--- src/lc3b_pkg.sv ---
package lc3b_pkg;

    typedef logic [15:0] lc3b_word;
    typedef logic [2:0]  lc3b_reg;
    typedef logic [1:0]  lc3b_mem_wmask;

    // Architectural LC-3b opcode encodings
    typedef enum logic [3:0] {
        op_br  = 4'b0000,
        op_add = 4'b0001,
        op_ldb = 4'b0010,
        op_stb = 4'b0011,
        op_jsr = 4'b0100,
        op_and = 4'b0101,
        op_ldr = 4'b0110,
        op_str = 4'b0111,
        op_not = 4'b1001,
        op_ldi = 4'b1010,
        op_jmp = 4'b1100,
        op_shf = 4'b1101,
        op_lea = 4'b1110
    } lc3b_opcode;

    typedef enum logic [2:0] {
        alu_add, alu_and, alu_not, alu_pass, alu_sll, alu_srl, alu_sra
    } lc3b_aluop;

    typedef enum logic [1:0] {
        pcmux_plus2, pcmux_br, pcmux_sr1
    } pcmux_t;

    typedef enum logic [1:0] {
        marmux_alu, marmux_pc, marmux_mdr
    } marmux_t;

    // Second ALU operand
    typedef enum logic [2:0] {
        alumux_sr2, alumux_imm5, alumux_offset6_s1, alumux_imm4, alumux_offset6, alumux_eight
    } alumux_t;

    typedef enum logic [2:0] {
        regfilemux_alu, regfilemux_mdr, regfilemux_br, regfilemux_pc,
        regfilemux_lowbyte, regfilemux_highbyte
    } regfilemux_t;

endpackage : lc3b_pkg

--- src/alu.sv ---
`timescale 1ns/1ps

module alu (
    input  lc3b_pkg::lc3b_aluop aluop,
    input  lc3b_pkg::lc3b_word  a,
    input  lc3b_pkg::lc3b_word  b,
    output lc3b_pkg::lc3b_word  f
);

    always_comb begin
        case (aluop)
            lc3b_pkg::alu_add: f = a + b;
            lc3b_pkg::alu_and: f = a & b;
            lc3b_pkg::alu_not: f = ~a;
            lc3b_pkg::alu_pass: f = a;
            // Shift amount comes from the low nibble only
            lc3b_pkg::alu_sll: f = a << b[3:0];
            lc3b_pkg::alu_srl: f = a >> b[3:0];
            lc3b_pkg::alu_sra: f = $signed(a) >>> b[3:0];
            default: f = a;
        endcase
    end

endmodule : alu

--- src/control.sv ---
`timescale 1ns/1ps

module control (
    input  logic                     clk,
    input  logic                     reset,
    input  lc3b_pkg::lc3b_opcode     opcode,
    input  logic                     inst4,
    input  logic                     inst5,
    input  logic                     inst11,
    input  logic                     branch_enable,
    input  logic                     mar_lsb,
    input  logic                     mem_resp,
    output logic                     load_pc,
    output logic                     load_ir,
    output logic                     load_regfile,
    output logic                     load_mar,
    output logic                     load_mdr,
    output logic                     load_cc,
    output logic                     brmux_sel,
    output lc3b_pkg::pcmux_t         pcmux_sel,
    output logic                     storemux_sel,
    output logic                     destmux_sel,
    output lc3b_pkg::alumux_t        alumux_sel,
    output lc3b_pkg::regfilemux_t    regfilemux_sel,
    output lc3b_pkg::marmux_t        marmux_sel,
    output logic                     mdrmux_sel,
    output lc3b_pkg::lc3b_aluop      aluop,
    output logic                     mem_read,
    output logic                     mem_write,
    output lc3b_pkg::lc3b_mem_wmask  mem_byte_enable
);

    typedef enum logic [4:0] {
        s_fetch1, s_fetch2, s_fetch3, s_decode,
        s_add, s_and, s_not, s_shf,
        s_br, s_br_taken, s_jmp, s_jsr, s_lea,
        s_calc_addr_b, s_ldb1, s_ldb2, s_stb1, s_stb2,
        s_calc_addr_w, s_ldi1, s_ldi2, s_ldi3, s_ldi4,
        s_ldr1, s_ldr2, s_str1, s_str2
    } state_t;

    state_t state, next_state;

    always_comb begin : state_actions
        load_pc         = 1'b0;
        load_ir         = 1'b0;
        load_regfile    = 1'b0;
        load_mar        = 1'b0;
        load_mdr        = 1'b0;
        load_cc         = 1'b0;
        brmux_sel       = 1'b0;
        pcmux_sel       = lc3b_pkg::pcmux_plus2;
        storemux_sel    = 1'b0;
        destmux_sel     = 1'b0;
        alumux_sel      = lc3b_pkg::alumux_sr2;
        regfilemux_sel  = lc3b_pkg::regfilemux_alu;
        marmux_sel      = lc3b_pkg::marmux_alu;
        mdrmux_sel      = 1'b0;
        aluop           = lc3b_pkg::alu_add;
        mem_read        = 1'b0;
        mem_write       = 1'b0;
        mem_byte_enable = 2'b11;

        case (state)
            s_fetch1: begin
                // MAR gets PC while PC steps to the next word
                marmux_sel = lc3b_pkg::marmux_pc;
                load_mar   = 1'b1;
                load_pc    = 1'b1;
            end
            // Every memory read lands in MDR
            s_fetch2, s_ldb1, s_ldi1, s_ldi3, s_ldr1: begin
                mem_read   = 1'b1;
                mdrmux_sel = 1'b1;
                load_mdr   = 1'b1;
            end
            s_fetch3: begin
                load_ir = 1'b1;
            end
            s_add, s_and: begin
                alumux_sel   = inst5 ? lc3b_pkg::alumux_imm5 : lc3b_pkg::alumux_sr2;
                aluop        = (state == s_and) ? lc3b_pkg::alu_and : lc3b_pkg::alu_add;
                load_cc      = 1'b1;
                load_regfile = 1'b1;
            end
            s_not: begin
                aluop        = lc3b_pkg::alu_not;
                load_cc      = 1'b1;
                load_regfile = 1'b1;
            end
            s_shf: begin
                alumux_sel = lc3b_pkg::alumux_imm4;
                if (!inst4) begin
                    aluop = lc3b_pkg::alu_sll;
                end else begin
                    aluop = inst5 ? lc3b_pkg::alu_sra : lc3b_pkg::alu_srl;
                end
                load_cc      = 1'b1;
                load_regfile = 1'b1;
            end
            s_br_taken: begin
                pcmux_sel = lc3b_pkg::pcmux_br;
                load_pc   = 1'b1;
            end
            s_jmp: begin
                pcmux_sel = lc3b_pkg::pcmux_sr1;
                load_pc   = 1'b1;
            end
            s_jsr: begin
                // Link into R7, then jump to base register or 11-bit offset
                regfilemux_sel = lc3b_pkg::regfilemux_pc;
                destmux_sel    = 1'b1;
                load_regfile   = 1'b1;
                brmux_sel      = 1'b1;
                pcmux_sel      = inst11 ? lc3b_pkg::pcmux_br : lc3b_pkg::pcmux_sr1;
                load_pc        = 1'b1;
            end
            s_lea: begin
                regfilemux_sel = lc3b_pkg::regfilemux_br;
                load_cc        = 1'b1;
                load_regfile   = 1'b1;
            end
            s_calc_addr_b: begin
                alumux_sel = lc3b_pkg::alumux_offset6;
                load_mar   = 1'b1;
            end
            s_ldb2: begin
                if (mar_lsb) begin
                    regfilemux_sel = lc3b_pkg::regfilemux_highbyte;
                end else begin
                    regfilemux_sel = lc3b_pkg::regfilemux_lowbyte;
                end
                load_cc      = 1'b1;
                load_regfile = 1'b1;
            end
            s_stb1: begin
                // Odd addresses move the byte into the upper lane
                storemux_sel = 1'b1;
                alumux_sel   = lc3b_pkg::alumux_eight;
                aluop        = mar_lsb ? lc3b_pkg::alu_sll : lc3b_pkg::alu_pass;
                load_mdr     = 1'b1;
            end
            s_stb2: begin
                mem_write       = 1'b1;
                mem_byte_enable = mar_lsb ? 2'b10 : 2'b01;
            end
            s_calc_addr_w: begin
                alumux_sel = lc3b_pkg::alumux_offset6_s1;
                load_mar   = 1'b1;
            end
            s_ldi2: begin
                marmux_sel = lc3b_pkg::marmux_mdr;
                load_mar   = 1'b1;
            end
            s_ldi4, s_ldr2: begin
                regfilemux_sel = lc3b_pkg::regfilemux_mdr;
                load_cc        = 1'b1;
                load_regfile   = 1'b1;
            end
            s_str1: begin
                storemux_sel = 1'b1;
                aluop        = lc3b_pkg::alu_pass;
                load_mdr     = 1'b1;
            end
            s_str2: begin
                mem_write = 1'b1;
            end
            default: begin
            end
        endcase
    end

    always_comb begin : next_state_logic
        next_state = state;
        case (state)
            s_fetch1: next_state = s_fetch2;
            s_fetch2: next_state = mem_resp ? s_fetch3 : s_fetch2;
            s_fetch3: next_state = s_decode;
            s_decode: begin
                case (opcode)
                    lc3b_pkg::op_add: next_state = s_add;
                    lc3b_pkg::op_and: next_state = s_and;
                    lc3b_pkg::op_not: next_state = s_not;
                    lc3b_pkg::op_shf: next_state = s_shf;
                    lc3b_pkg::op_br:  next_state = s_br;
                    lc3b_pkg::op_jmp: next_state = s_jmp;
                    lc3b_pkg::op_jsr: next_state = s_jsr;
                    lc3b_pkg::op_lea: next_state = s_lea;
                    lc3b_pkg::op_ldb, lc3b_pkg::op_stb: next_state = s_calc_addr_b;
                    lc3b_pkg::op_ldi, lc3b_pkg::op_ldr, lc3b_pkg::op_str: begin
                        next_state = s_calc_addr_w;
                    end
                    // Unsupported opcodes fall back to fetch
                    default: next_state = s_fetch1;
                endcase
            end
            s_br: next_state = branch_enable ? s_br_taken : s_fetch1;
            s_calc_addr_b: next_state = (opcode == lc3b_pkg::op_ldb) ? s_ldb1 : s_stb1;
            s_ldb1: next_state = mem_resp ? s_ldb2 : s_ldb1;
            s_stb1: next_state = s_stb2;
            s_calc_addr_w: begin
                if (opcode == lc3b_pkg::op_ldr) begin
                    next_state = s_ldr1;
                end else if (opcode == lc3b_pkg::op_str) begin
                    next_state = s_str1;
                end else begin
                    next_state = s_ldi1;
                end
            end
            s_ldi1: next_state = mem_resp ? s_ldi2 : s_ldi1;
            s_ldi2: next_state = s_ldi3;
            s_ldi3: next_state = mem_resp ? s_ldi4 : s_ldi3;
            s_ldr1: next_state = mem_resp ? s_ldr2 : s_ldr1;
            s_str1: next_state = s_str2;
            // Stores finish once memory answers
            s_stb2, s_str2: next_state = mem_resp ? s_fetch1 : state;
            default: next_state = s_fetch1;
        endcase
    end

    always_ff @(posedge clk) begin : next_state_assignment
        if (reset) begin
            state <= s_fetch1;
        end else begin
            state <= next_state;
        end
    end

    no_read_write_overlap: assert property (@(posedge clk) !(mem_read && mem_write));

    // Memory stays idle on the first cycle out of reset
    idle_after_reset: assert property (@(posedge clk) reset |=> !mem_read && !mem_write);

endmodule : control

--- src/datapath.sv ---
`timescale 1ns/1ps

module datapath #(
    parameter lc3b_pkg::lc3b_word PC_RESET = 16'h0000
) (
    input  logic                  clk,
    input  logic                  reset,
    input  logic                  load_pc,
    input  logic                  load_ir,
    input  logic                  load_regfile,
    input  logic                  load_mar,
    input  logic                  load_mdr,
    input  logic                  load_cc,
    input  logic                  brmux_sel,
    input  lc3b_pkg::pcmux_t      pcmux_sel,
    input  logic                  storemux_sel,
    input  logic                  destmux_sel,
    input  lc3b_pkg::alumux_t     alumux_sel,
    input  lc3b_pkg::regfilemux_t regfilemux_sel,
    input  lc3b_pkg::marmux_t     marmux_sel,
    input  logic                  mdrmux_sel,
    input  lc3b_pkg::lc3b_aluop   aluop,
    input  lc3b_pkg::lc3b_word    mem_rdata,
    output lc3b_pkg::lc3b_opcode  opcode,
    output logic                  inst4,
    output logic                  inst5,
    output logic                  inst11,
    output logic                  branch_enable,
    output logic                  mar_lsb,
    output lc3b_pkg::lc3b_word    mem_address,
    output lc3b_pkg::lc3b_word    mem_wdata
);

    lc3b_pkg::lc3b_word pc, ir, mar, mdr;
    logic [2:0]         cc;
    lc3b_pkg::lc3b_reg  src_a, dest;
    lc3b_pkg::lc3b_word reg_a, reg_b, alu_b, alu_out;
    lc3b_pkg::lc3b_word br_offset, br_sum, rf_in;

    // Store and byte-store data come from the DR field
    assign src_a = storemux_sel ? ir[11:9] : ir[8:6];
    assign dest  = destmux_sel ? 3'd7 : ir[11:9];

    assign br_offset = brmux_sel ? {{4{ir[10]}}, ir[10:0], 1'b0} : {{6{ir[8]}}, ir[8:0], 1'b0};
    assign br_sum    = pc + br_offset;

    always_comb begin
        case (alumux_sel)
            lc3b_pkg::alumux_imm5:        alu_b = {{11{ir[4]}}, ir[4:0]};
            lc3b_pkg::alumux_offset6_s1:  alu_b = {{9{ir[5]}}, ir[5:0], 1'b0};
            lc3b_pkg::alumux_imm4:        alu_b = {12'h000, ir[3:0]};
            lc3b_pkg::alumux_offset6:     alu_b = {{10{ir[5]}}, ir[5:0]};
            lc3b_pkg::alumux_eight:       alu_b = 16'd8;
            default:                      alu_b = reg_b;
        endcase
        case (regfilemux_sel)
            lc3b_pkg::regfilemux_mdr:      rf_in = mdr;
            lc3b_pkg::regfilemux_br:       rf_in = br_sum;
            lc3b_pkg::regfilemux_pc:       rf_in = pc;
            lc3b_pkg::regfilemux_lowbyte:  rf_in = {{8{mdr[7]}}, mdr[7:0]};
            lc3b_pkg::regfilemux_highbyte: rf_in = {{8{mdr[15]}}, mdr[15:8]};
            default:                       rf_in = alu_out;
        endcase
    end

    always_ff @(posedge clk) begin
        if (reset) begin
            pc  <= PC_RESET;
            ir  <= '0;
            mar <= '0;
            mdr <= '0;
            cc  <= 3'b010;
        end else begin
            if (load_pc) begin
                case (pcmux_sel)
                    lc3b_pkg::pcmux_br:  pc <= br_sum;
                    lc3b_pkg::pcmux_sr1: pc <= reg_a;
                    default:             pc <= pc + 16'd2;
                endcase
            end
            if (load_ir) begin
                ir <= mdr;
            end
            if (load_mar) begin
                case (marmux_sel)
                    lc3b_pkg::marmux_pc:  mar <= pc;
                    lc3b_pkg::marmux_mdr: mar <= mdr;
                    default:              mar <= alu_out;
                endcase
            end
            if (load_mdr) begin
                mdr <= mdrmux_sel ? mem_rdata : alu_out;
            end
            // NZP follows the value written back
            if (load_cc) begin
                cc <= {rf_in[15], rf_in == 16'h0000, !rf_in[15] && rf_in != 16'h0000};
            end
        end
    end

    regfile u_regfile (
        .clk   (clk),
        .reset (reset),
        .load  (load_regfile),
        .src_a (src_a),
        .src_b (ir[2:0]),
        .dest  (dest),
        .in    (rf_in),
        .reg_a (reg_a),
        .reg_b (reg_b)
    );

    alu u_alu (
        .aluop (aluop),
        .a     (reg_a),
        .b     (alu_b),
        .f     (alu_out)
    );

    assign opcode        = lc3b_pkg::lc3b_opcode'(ir[15:12]);
    assign inst4         = ir[4];
    assign inst5         = ir[5];
    assign inst11        = ir[11];
    assign branch_enable = |(ir[11:9] & cc);
    assign mar_lsb       = mar[0];
    assign mem_address   = mar;
    assign mem_wdata     = mdr;

    // A read into MDR starts right after MAR is set or continues a pending read
    mdr_read_after_mar: assert property (@(posedge clk) disable iff (reset)
        (load_mdr && mdrmux_sel) |-> $past(load_mar) || $past(load_mdr && mdrmux_sel));

endmodule : datapath

--- src/lc3b_cpu.sv ---
`timescale 1ns/1ps

module lc3b_cpu #(
    parameter lc3b_pkg::lc3b_word PC_RESET = 16'h0000
) (
    input  logic                    clk,
    input  logic                    reset,
    input  lc3b_pkg::lc3b_word      mem_rdata,
    input  logic                    mem_resp,
    output lc3b_pkg::lc3b_word      mem_address,
    output lc3b_pkg::lc3b_word      mem_wdata,
    output logic                    mem_read,
    output logic                    mem_write,
    output lc3b_pkg::lc3b_mem_wmask mem_byte_enable
);

    lc3b_pkg::lc3b_opcode  opcode;
    logic                  inst4, inst5, inst11, branch_enable, mar_lsb;
    logic                  load_pc, load_ir, load_regfile, load_mar, load_mdr, load_cc;
    logic                  brmux_sel, storemux_sel, destmux_sel, mdrmux_sel;
    lc3b_pkg::pcmux_t      pcmux_sel;
    lc3b_pkg::alumux_t     alumux_sel;
    lc3b_pkg::regfilemux_t regfilemux_sel;
    lc3b_pkg::marmux_t     marmux_sel;
    lc3b_pkg::lc3b_aluop   aluop;

    control u_control (
        .clk             (clk),
        .reset           (reset),
        .opcode          (opcode),
        .inst4           (inst4),
        .inst5           (inst5),
        .inst11          (inst11),
        .branch_enable   (branch_enable),
        .mar_lsb         (mar_lsb),
        .mem_resp        (mem_resp),
        .load_pc         (load_pc),
        .load_ir         (load_ir),
        .load_regfile    (load_regfile),
        .load_mar        (load_mar),
        .load_mdr        (load_mdr),
        .load_cc         (load_cc),
        .brmux_sel       (brmux_sel),
        .pcmux_sel       (pcmux_sel),
        .storemux_sel    (storemux_sel),
        .destmux_sel     (destmux_sel),
        .alumux_sel      (alumux_sel),
        .regfilemux_sel  (regfilemux_sel),
        .marmux_sel      (marmux_sel),
        .mdrmux_sel      (mdrmux_sel),
        .aluop           (aluop),
        .mem_read        (mem_read),
        .mem_write       (mem_write),
        .mem_byte_enable (mem_byte_enable)
    );

    datapath #(
        .PC_RESET (PC_RESET)
    ) u_datapath (
        .clk            (clk),
        .reset          (reset),
        .load_pc        (load_pc),
        .load_ir        (load_ir),
        .load_regfile   (load_regfile),
        .load_mar       (load_mar),
        .load_mdr       (load_mdr),
        .load_cc        (load_cc),
        .brmux_sel      (brmux_sel),
        .pcmux_sel      (pcmux_sel),
        .storemux_sel   (storemux_sel),
        .destmux_sel    (destmux_sel),
        .alumux_sel     (alumux_sel),
        .regfilemux_sel (regfilemux_sel),
        .marmux_sel     (marmux_sel),
        .mdrmux_sel     (mdrmux_sel),
        .aluop          (aluop),
        .mem_rdata      (mem_rdata),
        .opcode         (opcode),
        .inst4          (inst4),
        .inst5          (inst5),
        .inst11         (inst11),
        .branch_enable  (branch_enable),
        .mar_lsb        (mar_lsb),
        .mem_address    (mem_address),
        .mem_wdata      (mem_wdata)
    );

endmodule : lc3b_cpu

--- src/regfile.sv ---
`timescale 1ns/1ps

module regfile (
    input  logic               clk,
    input  logic               reset,
    input  logic               load,
    input  lc3b_pkg::lc3b_reg  src_a,
    input  lc3b_pkg::lc3b_reg  src_b,
    input  lc3b_pkg::lc3b_reg  dest,
    input  lc3b_pkg::lc3b_word in,
    output lc3b_pkg::lc3b_word reg_a,
    output lc3b_pkg::lc3b_word reg_b
);

    lc3b_pkg::lc3b_word data [8];

    always_ff @(posedge clk) begin
        if (reset) begin
            for (int i = 0; i < 8; i++) begin
                data[i] <= '0;
            end
        end else if (load) begin
            data[dest] <= in;
        end
    end

    // Reads see the old value during a write cycle
    assign reg_a = data[src_a];
    assign reg_b = data[src_b];

endmodule : regfile

--- config.mk ---
export PLATFORM = sky130hd
export DESIGN_NAME = lc3b_cpu
export DESIGN_NICKNAME = d
export VERILOG_FILES = /design/src/lc3b_pkg.sv /design/src/alu.sv /design/src/control.sv /design/src/datapath.sv /design/src/lc3b_cpu.sv /design/src/regfile.sv
export SDC_FILE = /design/constraint.sdc
export NUM_CORES = 1
export LEC_CHECK = 0
export ABC_AREA = 1
export BUFFER_PORTS_ARGS = -buffer_cell sky130_fd_sc_hd__buf_2
export CAP_MARGIN = 20
export CORE_MARGIN = 2
export CORE_UTILIZATION = 40
export CTS_BUF_LIST = sky130_fd_sc_hd__clkbuf_2 sky130_fd_sc_hd__clkbuf_4 sky130_fd_sc_hd__clkbuf_8
export DETAILED_ROUTE_END_ITERATION = 8
export PLACE_DENSITY = 0.62
export SLEW_MARGIN = 20
export SYNTH_ARGS = -nofsm -noshare
export SYNTH_HDL_FRONTEND = slang
export SYNTH_SLANG_ARGS = --single-unit
--- constraint.sdc ---
create_clock -name clk -period 7.4 [get_ports clk]
set_clock_uncertainty 0.1 [all_clocks]
set_input_delay 1.11 -clock clk [delete_from_list [all_inputs] [get_ports clk]]
set_output_delay 1.11 -clock clk [all_outputs]
set_load 0.005 [all_outputs]
==> reports/metrics.cfg <==
[clocking]
tritoncts.num_buffers=40
cts_tree=yes
clk_transition_reported_paths_ns=0.06
maximum_root_to_sink_buffer_count=3
postCtsSetupRepairBufs=0
quantity_of_gates_resized_following_cts=0
cts_root_buf=clkbuf_8
number_of_clock_sinks=208
cts-hold-fix-buffers=0
cts_htree_levels=2
insertion_delay_of_the_later_clocked_pin_in_the_worst_skew_pair_ns=0.60

[synth]
dominant_synthesized_flop_cell=edfxtp_1
ys_types=68
synth-seq-area-share=0.347
post_synth_inst_count=2250
synth.cell_area_um2=15700
syn_nets=2310
async_flop_share=0
dominant_combinational_cell_family_by_area_after_synthesis=simple AND/OR/NAND/NOR gates
yosysWarningCount=0
yosysTopAreaCellShare=0.245
synth-simple-area-share=0.364
synthesis.area_per_instance_um2=6.98
synth_compound_area_frac=0.165
total_of_flip_flops_plus_latches_after_synthesis=208
synth_top_cell_by_area=edfxtp_1
post_synth_edffs=128
yosys-top-cells-area=edfxtp_1 (24%), nand2_1 (14%), nand3_1 (10%)
synth_xor_xnor_area_share=0.00780
post_synth_adder_cell_area=0.0336
muxShareOfSynthArea=0

[grt]
first_pass_grt_wire_length_mm=98.4
grt_antenna_before_repair=0
grtUsageTotal=0.316
grt_start_max_net_pins=65
grt_pass1_vias=15896
global_route.overflow_total=0

[detailed_routing]
route.vias.total=17261
avgViaCountPerCell=6.15
routed_wirelength_mm=65.9
wl_per_cell_um=23.5
postRouteAntennaNets=0
drt_first_iter_violations=2723
drc=0
drt_first_pass_iters=8

[sta]
hold_viol=0
period_utilization=0.766
setup_ws_ns=1.73
tightestPinTransition_ns=1.15
fin_hold_ws_ns=0.405
post-route-min-period_ns=5.67
finalSetupViolations=0
maxClockFrequency_mhz=176
timing.final.max_slew_violations=0
fin_tns_setup_ns=0
timing.max_slew.rel_slack=0.230
rsz0062_at_grt=false

[critical_path]
worst_r2r_path_depth=23
crit_arrival_ns=6.06
worstPathMaxFanout=40
worstSetupPathType=flop to flop
setup.reg_to_reg.worst_slack_ns=1.73
worst_setup_path_end_kind=flop
crit_path_start_kind=flop
regToRegEndpoint=u_datapath.cc[0]$_SDFFE_PP0P_
setup.worst_path.end=u_datapath.cc[0]$_SDFFE_PP0P_
crit_required_ns=7.79

[floorplanning]
std_cell_rows=72
die_area_um2=40900
floorplan.die.width_um=202
pin_count=55
dieHeight_um=202
core_region_area_um2=38700
start_util=0.406

[flow_run]
max_cap_violations=0

[placement]
io_buffer_count=54
place_hpwl_mm=46.0
finalWeightedCongestion=1.03
post-place-ws_ns=1.93

[power_and_ir_drop]
power.sequential.fraction=0.332
clockPowerShare=0.262
switching_part_of_the_total=0.448
relative_contribution_of_combinational_cells_to_total_power=0.405
powerDensity_nw_per_um2=256
internal_power_mw=2.41
vdd.ir_drop.worst_mv=0.110
cellLeakagePower_nw=7.25
switching_power_summed_over_all_nets_mw=1.95

[worst_hold_path]
hold_path_class=flop to flop

[finish]
num_antenna_cells=0
finish.net_count=2322
layout-area-overhead-vs-synth_pct=8.51
layout-drive-gt1-share=0.111

[status]
outcome=finished, final reports clean

-- per-layer routing --
layer / global-route usage / vias up / wire (µm)
li1: - / 7780 / -
met1: 0.421 / 8100 / 25900
met2: 0.480 / 1151 / 28600
met3: 0.0714 / 230 / 7700
met4: 0.163 / 0 / 3710
met5: 0 / - / 0
-- cells in the final DEF, fill, tap and decap left out, drive strengths merged, types with 4 or more instances in the layout --
master and n:
a211oi 9, a21oi 156, a221o 20, a221oi 15, a31oi 18, a41oi 15
buf 82, clkbuf 57, clkinv 18, dfxtp 80, edfxtp 128, ha 39
inv 183, nand2 598, nand3 361, nand3b 5, nand4 22, nor2 249
nor3 22, nor4 7, o2111ai 4, o211ai 39, o21ai 93, o21bai 6
o22ai 10, or2 6, xnor2 4, xor2 10
-- cell families after synthesis --
logic type / count (synthesis)
flip-flops: 208
XOR/XNOR: 14
AO/OA/AOI/OAI: 413
AND/OR/NAND/NOR: 1271
buffers and inverters: 303
adder cells (fa/ha/maj): 41
-- flip-flops by register name, summed over array words and instances, names as in the netlist, named ones only --
signal,flops
u_datapath.ir,16
u_datapath.cc,3
u_datapath.pc,16
u_datapath.mem_wdata,16
u_control.state,5
u_datapath.u_regfile.data,128
u_datapath.mem_address,16
-- cell usage after synthesis, types with 4 or more instances --
library cell  count
a211oi_1          9
a21oi_1         155
a221o_1          20
a221oi_1         15
a31oi_1          18
a41oi_1          15
buf_1             4
buf_2            20
buf_4            14
buf_6            11
clkbuf_1         63
clkinv_1         10
dfxtp_1          80
edfxtp_1        128
ha_1             39
inv_1           166
inv_2            11
nand2_1         577
nand2_2          14
nand2_4           6
nand3_1         321
nand3_2          38
nand3b_1          5
nand4_1          21
nor2_1          240
nor2_2            7
nor3_1           21
nor4_1            7
o2111ai_1         4
o211ai_1         38
o21ai_0          80
o21ai_1          10
o21bai_1          6
o22ai_1          10
or2_2             5
xnor2_1           4
xor2_1           10
-- power by group through the flow --
stage | logic, mW | clock network (mW) | registers [mW]
after floorplan | 1.16 | 0 | 1.41
after global routing | 1.90 | 1.20 | 1.46
after CTS | 1.71 | 1.15 | 1.44
after global placement | 1.69 | 0 | 1.46
after detailed placement | 1.70 | 0 | 1.46
final | 1.77 | 1.14 | 1.45
-- metrics by stage --
stage	power (mW)	instances	utilization	area [µm²]
final	4.36	2805	0.440	17100
after global routing	4.56	2805	0.440	17100
after CTS	4.30	2804	0.440	17000
after detailed placement	3.16	2737	0.420	16300
after global placement	3.15	2737	0.420	16300
after floorplan	2.57	2250	-	15700
-- final cells by class --
cell class              count  area, µm²
clock buffers              57        697
clock inverters            10       68.8
fillers                  4068      21700
inverters                 191        731
multi-input cells        1739       8970
flip-flops and latches    208       5450
well taps                 518        648
repair buffers             82        488
-- worst min-delay path by stage --
stage / start / cells past startpoint / endpoint / slack (ns)
floorplan: u_datapath.pc[0]$_SDFFE_PP0P_ / 2 / u_datapath.pc[0]$_SDFFE_PP0P_ / 0.36
global placement: u_datapath.pc[0]$_SDFFE_PP0P_ / 2 / u_datapath.pc[0]$_SDFFE_PP0P_ / 0.39
detailed placement: u_datapath.pc[0]$_SDFFE_PP0P_ / 2 / u_datapath.pc[0]$_SDFFE_PP0P_ / 0.40
CTS: u_datapath.pc[0]$_SDFFE_PP0P_ / 2 / u_datapath.pc[0]$_SDFFE_PP0P_ / 0.40
global route: u_datapath.pc[0]$_SDFFE_PP0P_ / 2 / u_datapath.pc[0]$_SDFFE_PP0P_ / 0.43
finish: u_datapath.pc[0]$_SDFFE_PP0P_ / 2 / u_datapath.pc[0]$_SDFFE_PP0P_ / 0.41
-- critical path, cell delays in order (launching register included) --
cell      delay [ns]
dfxtp_1         0.29
buf_4           0.27
inv_1           0.57
buf_4           0.42
nand3_1         0.12
a32oi_1         0.31
nand2_1         0.15
nand2_2         0.64
inv_2           0.47
ha_1            0.41
a21o_1          0.18
nand2_1         0.09
nand2_2         0.10
nor2_1          0.10
o21ai_0         0.10
nand3b_1        0.26
nand3_1         0.11
nand2_1         0.19
nor2_1          0.15
nand2_1         0.07
nor2_1          0.15
nand3_2         0.10
nand2_1         0.08
nor2_1          0.05
Note: power is estimated with default switching activity, not from simulation.
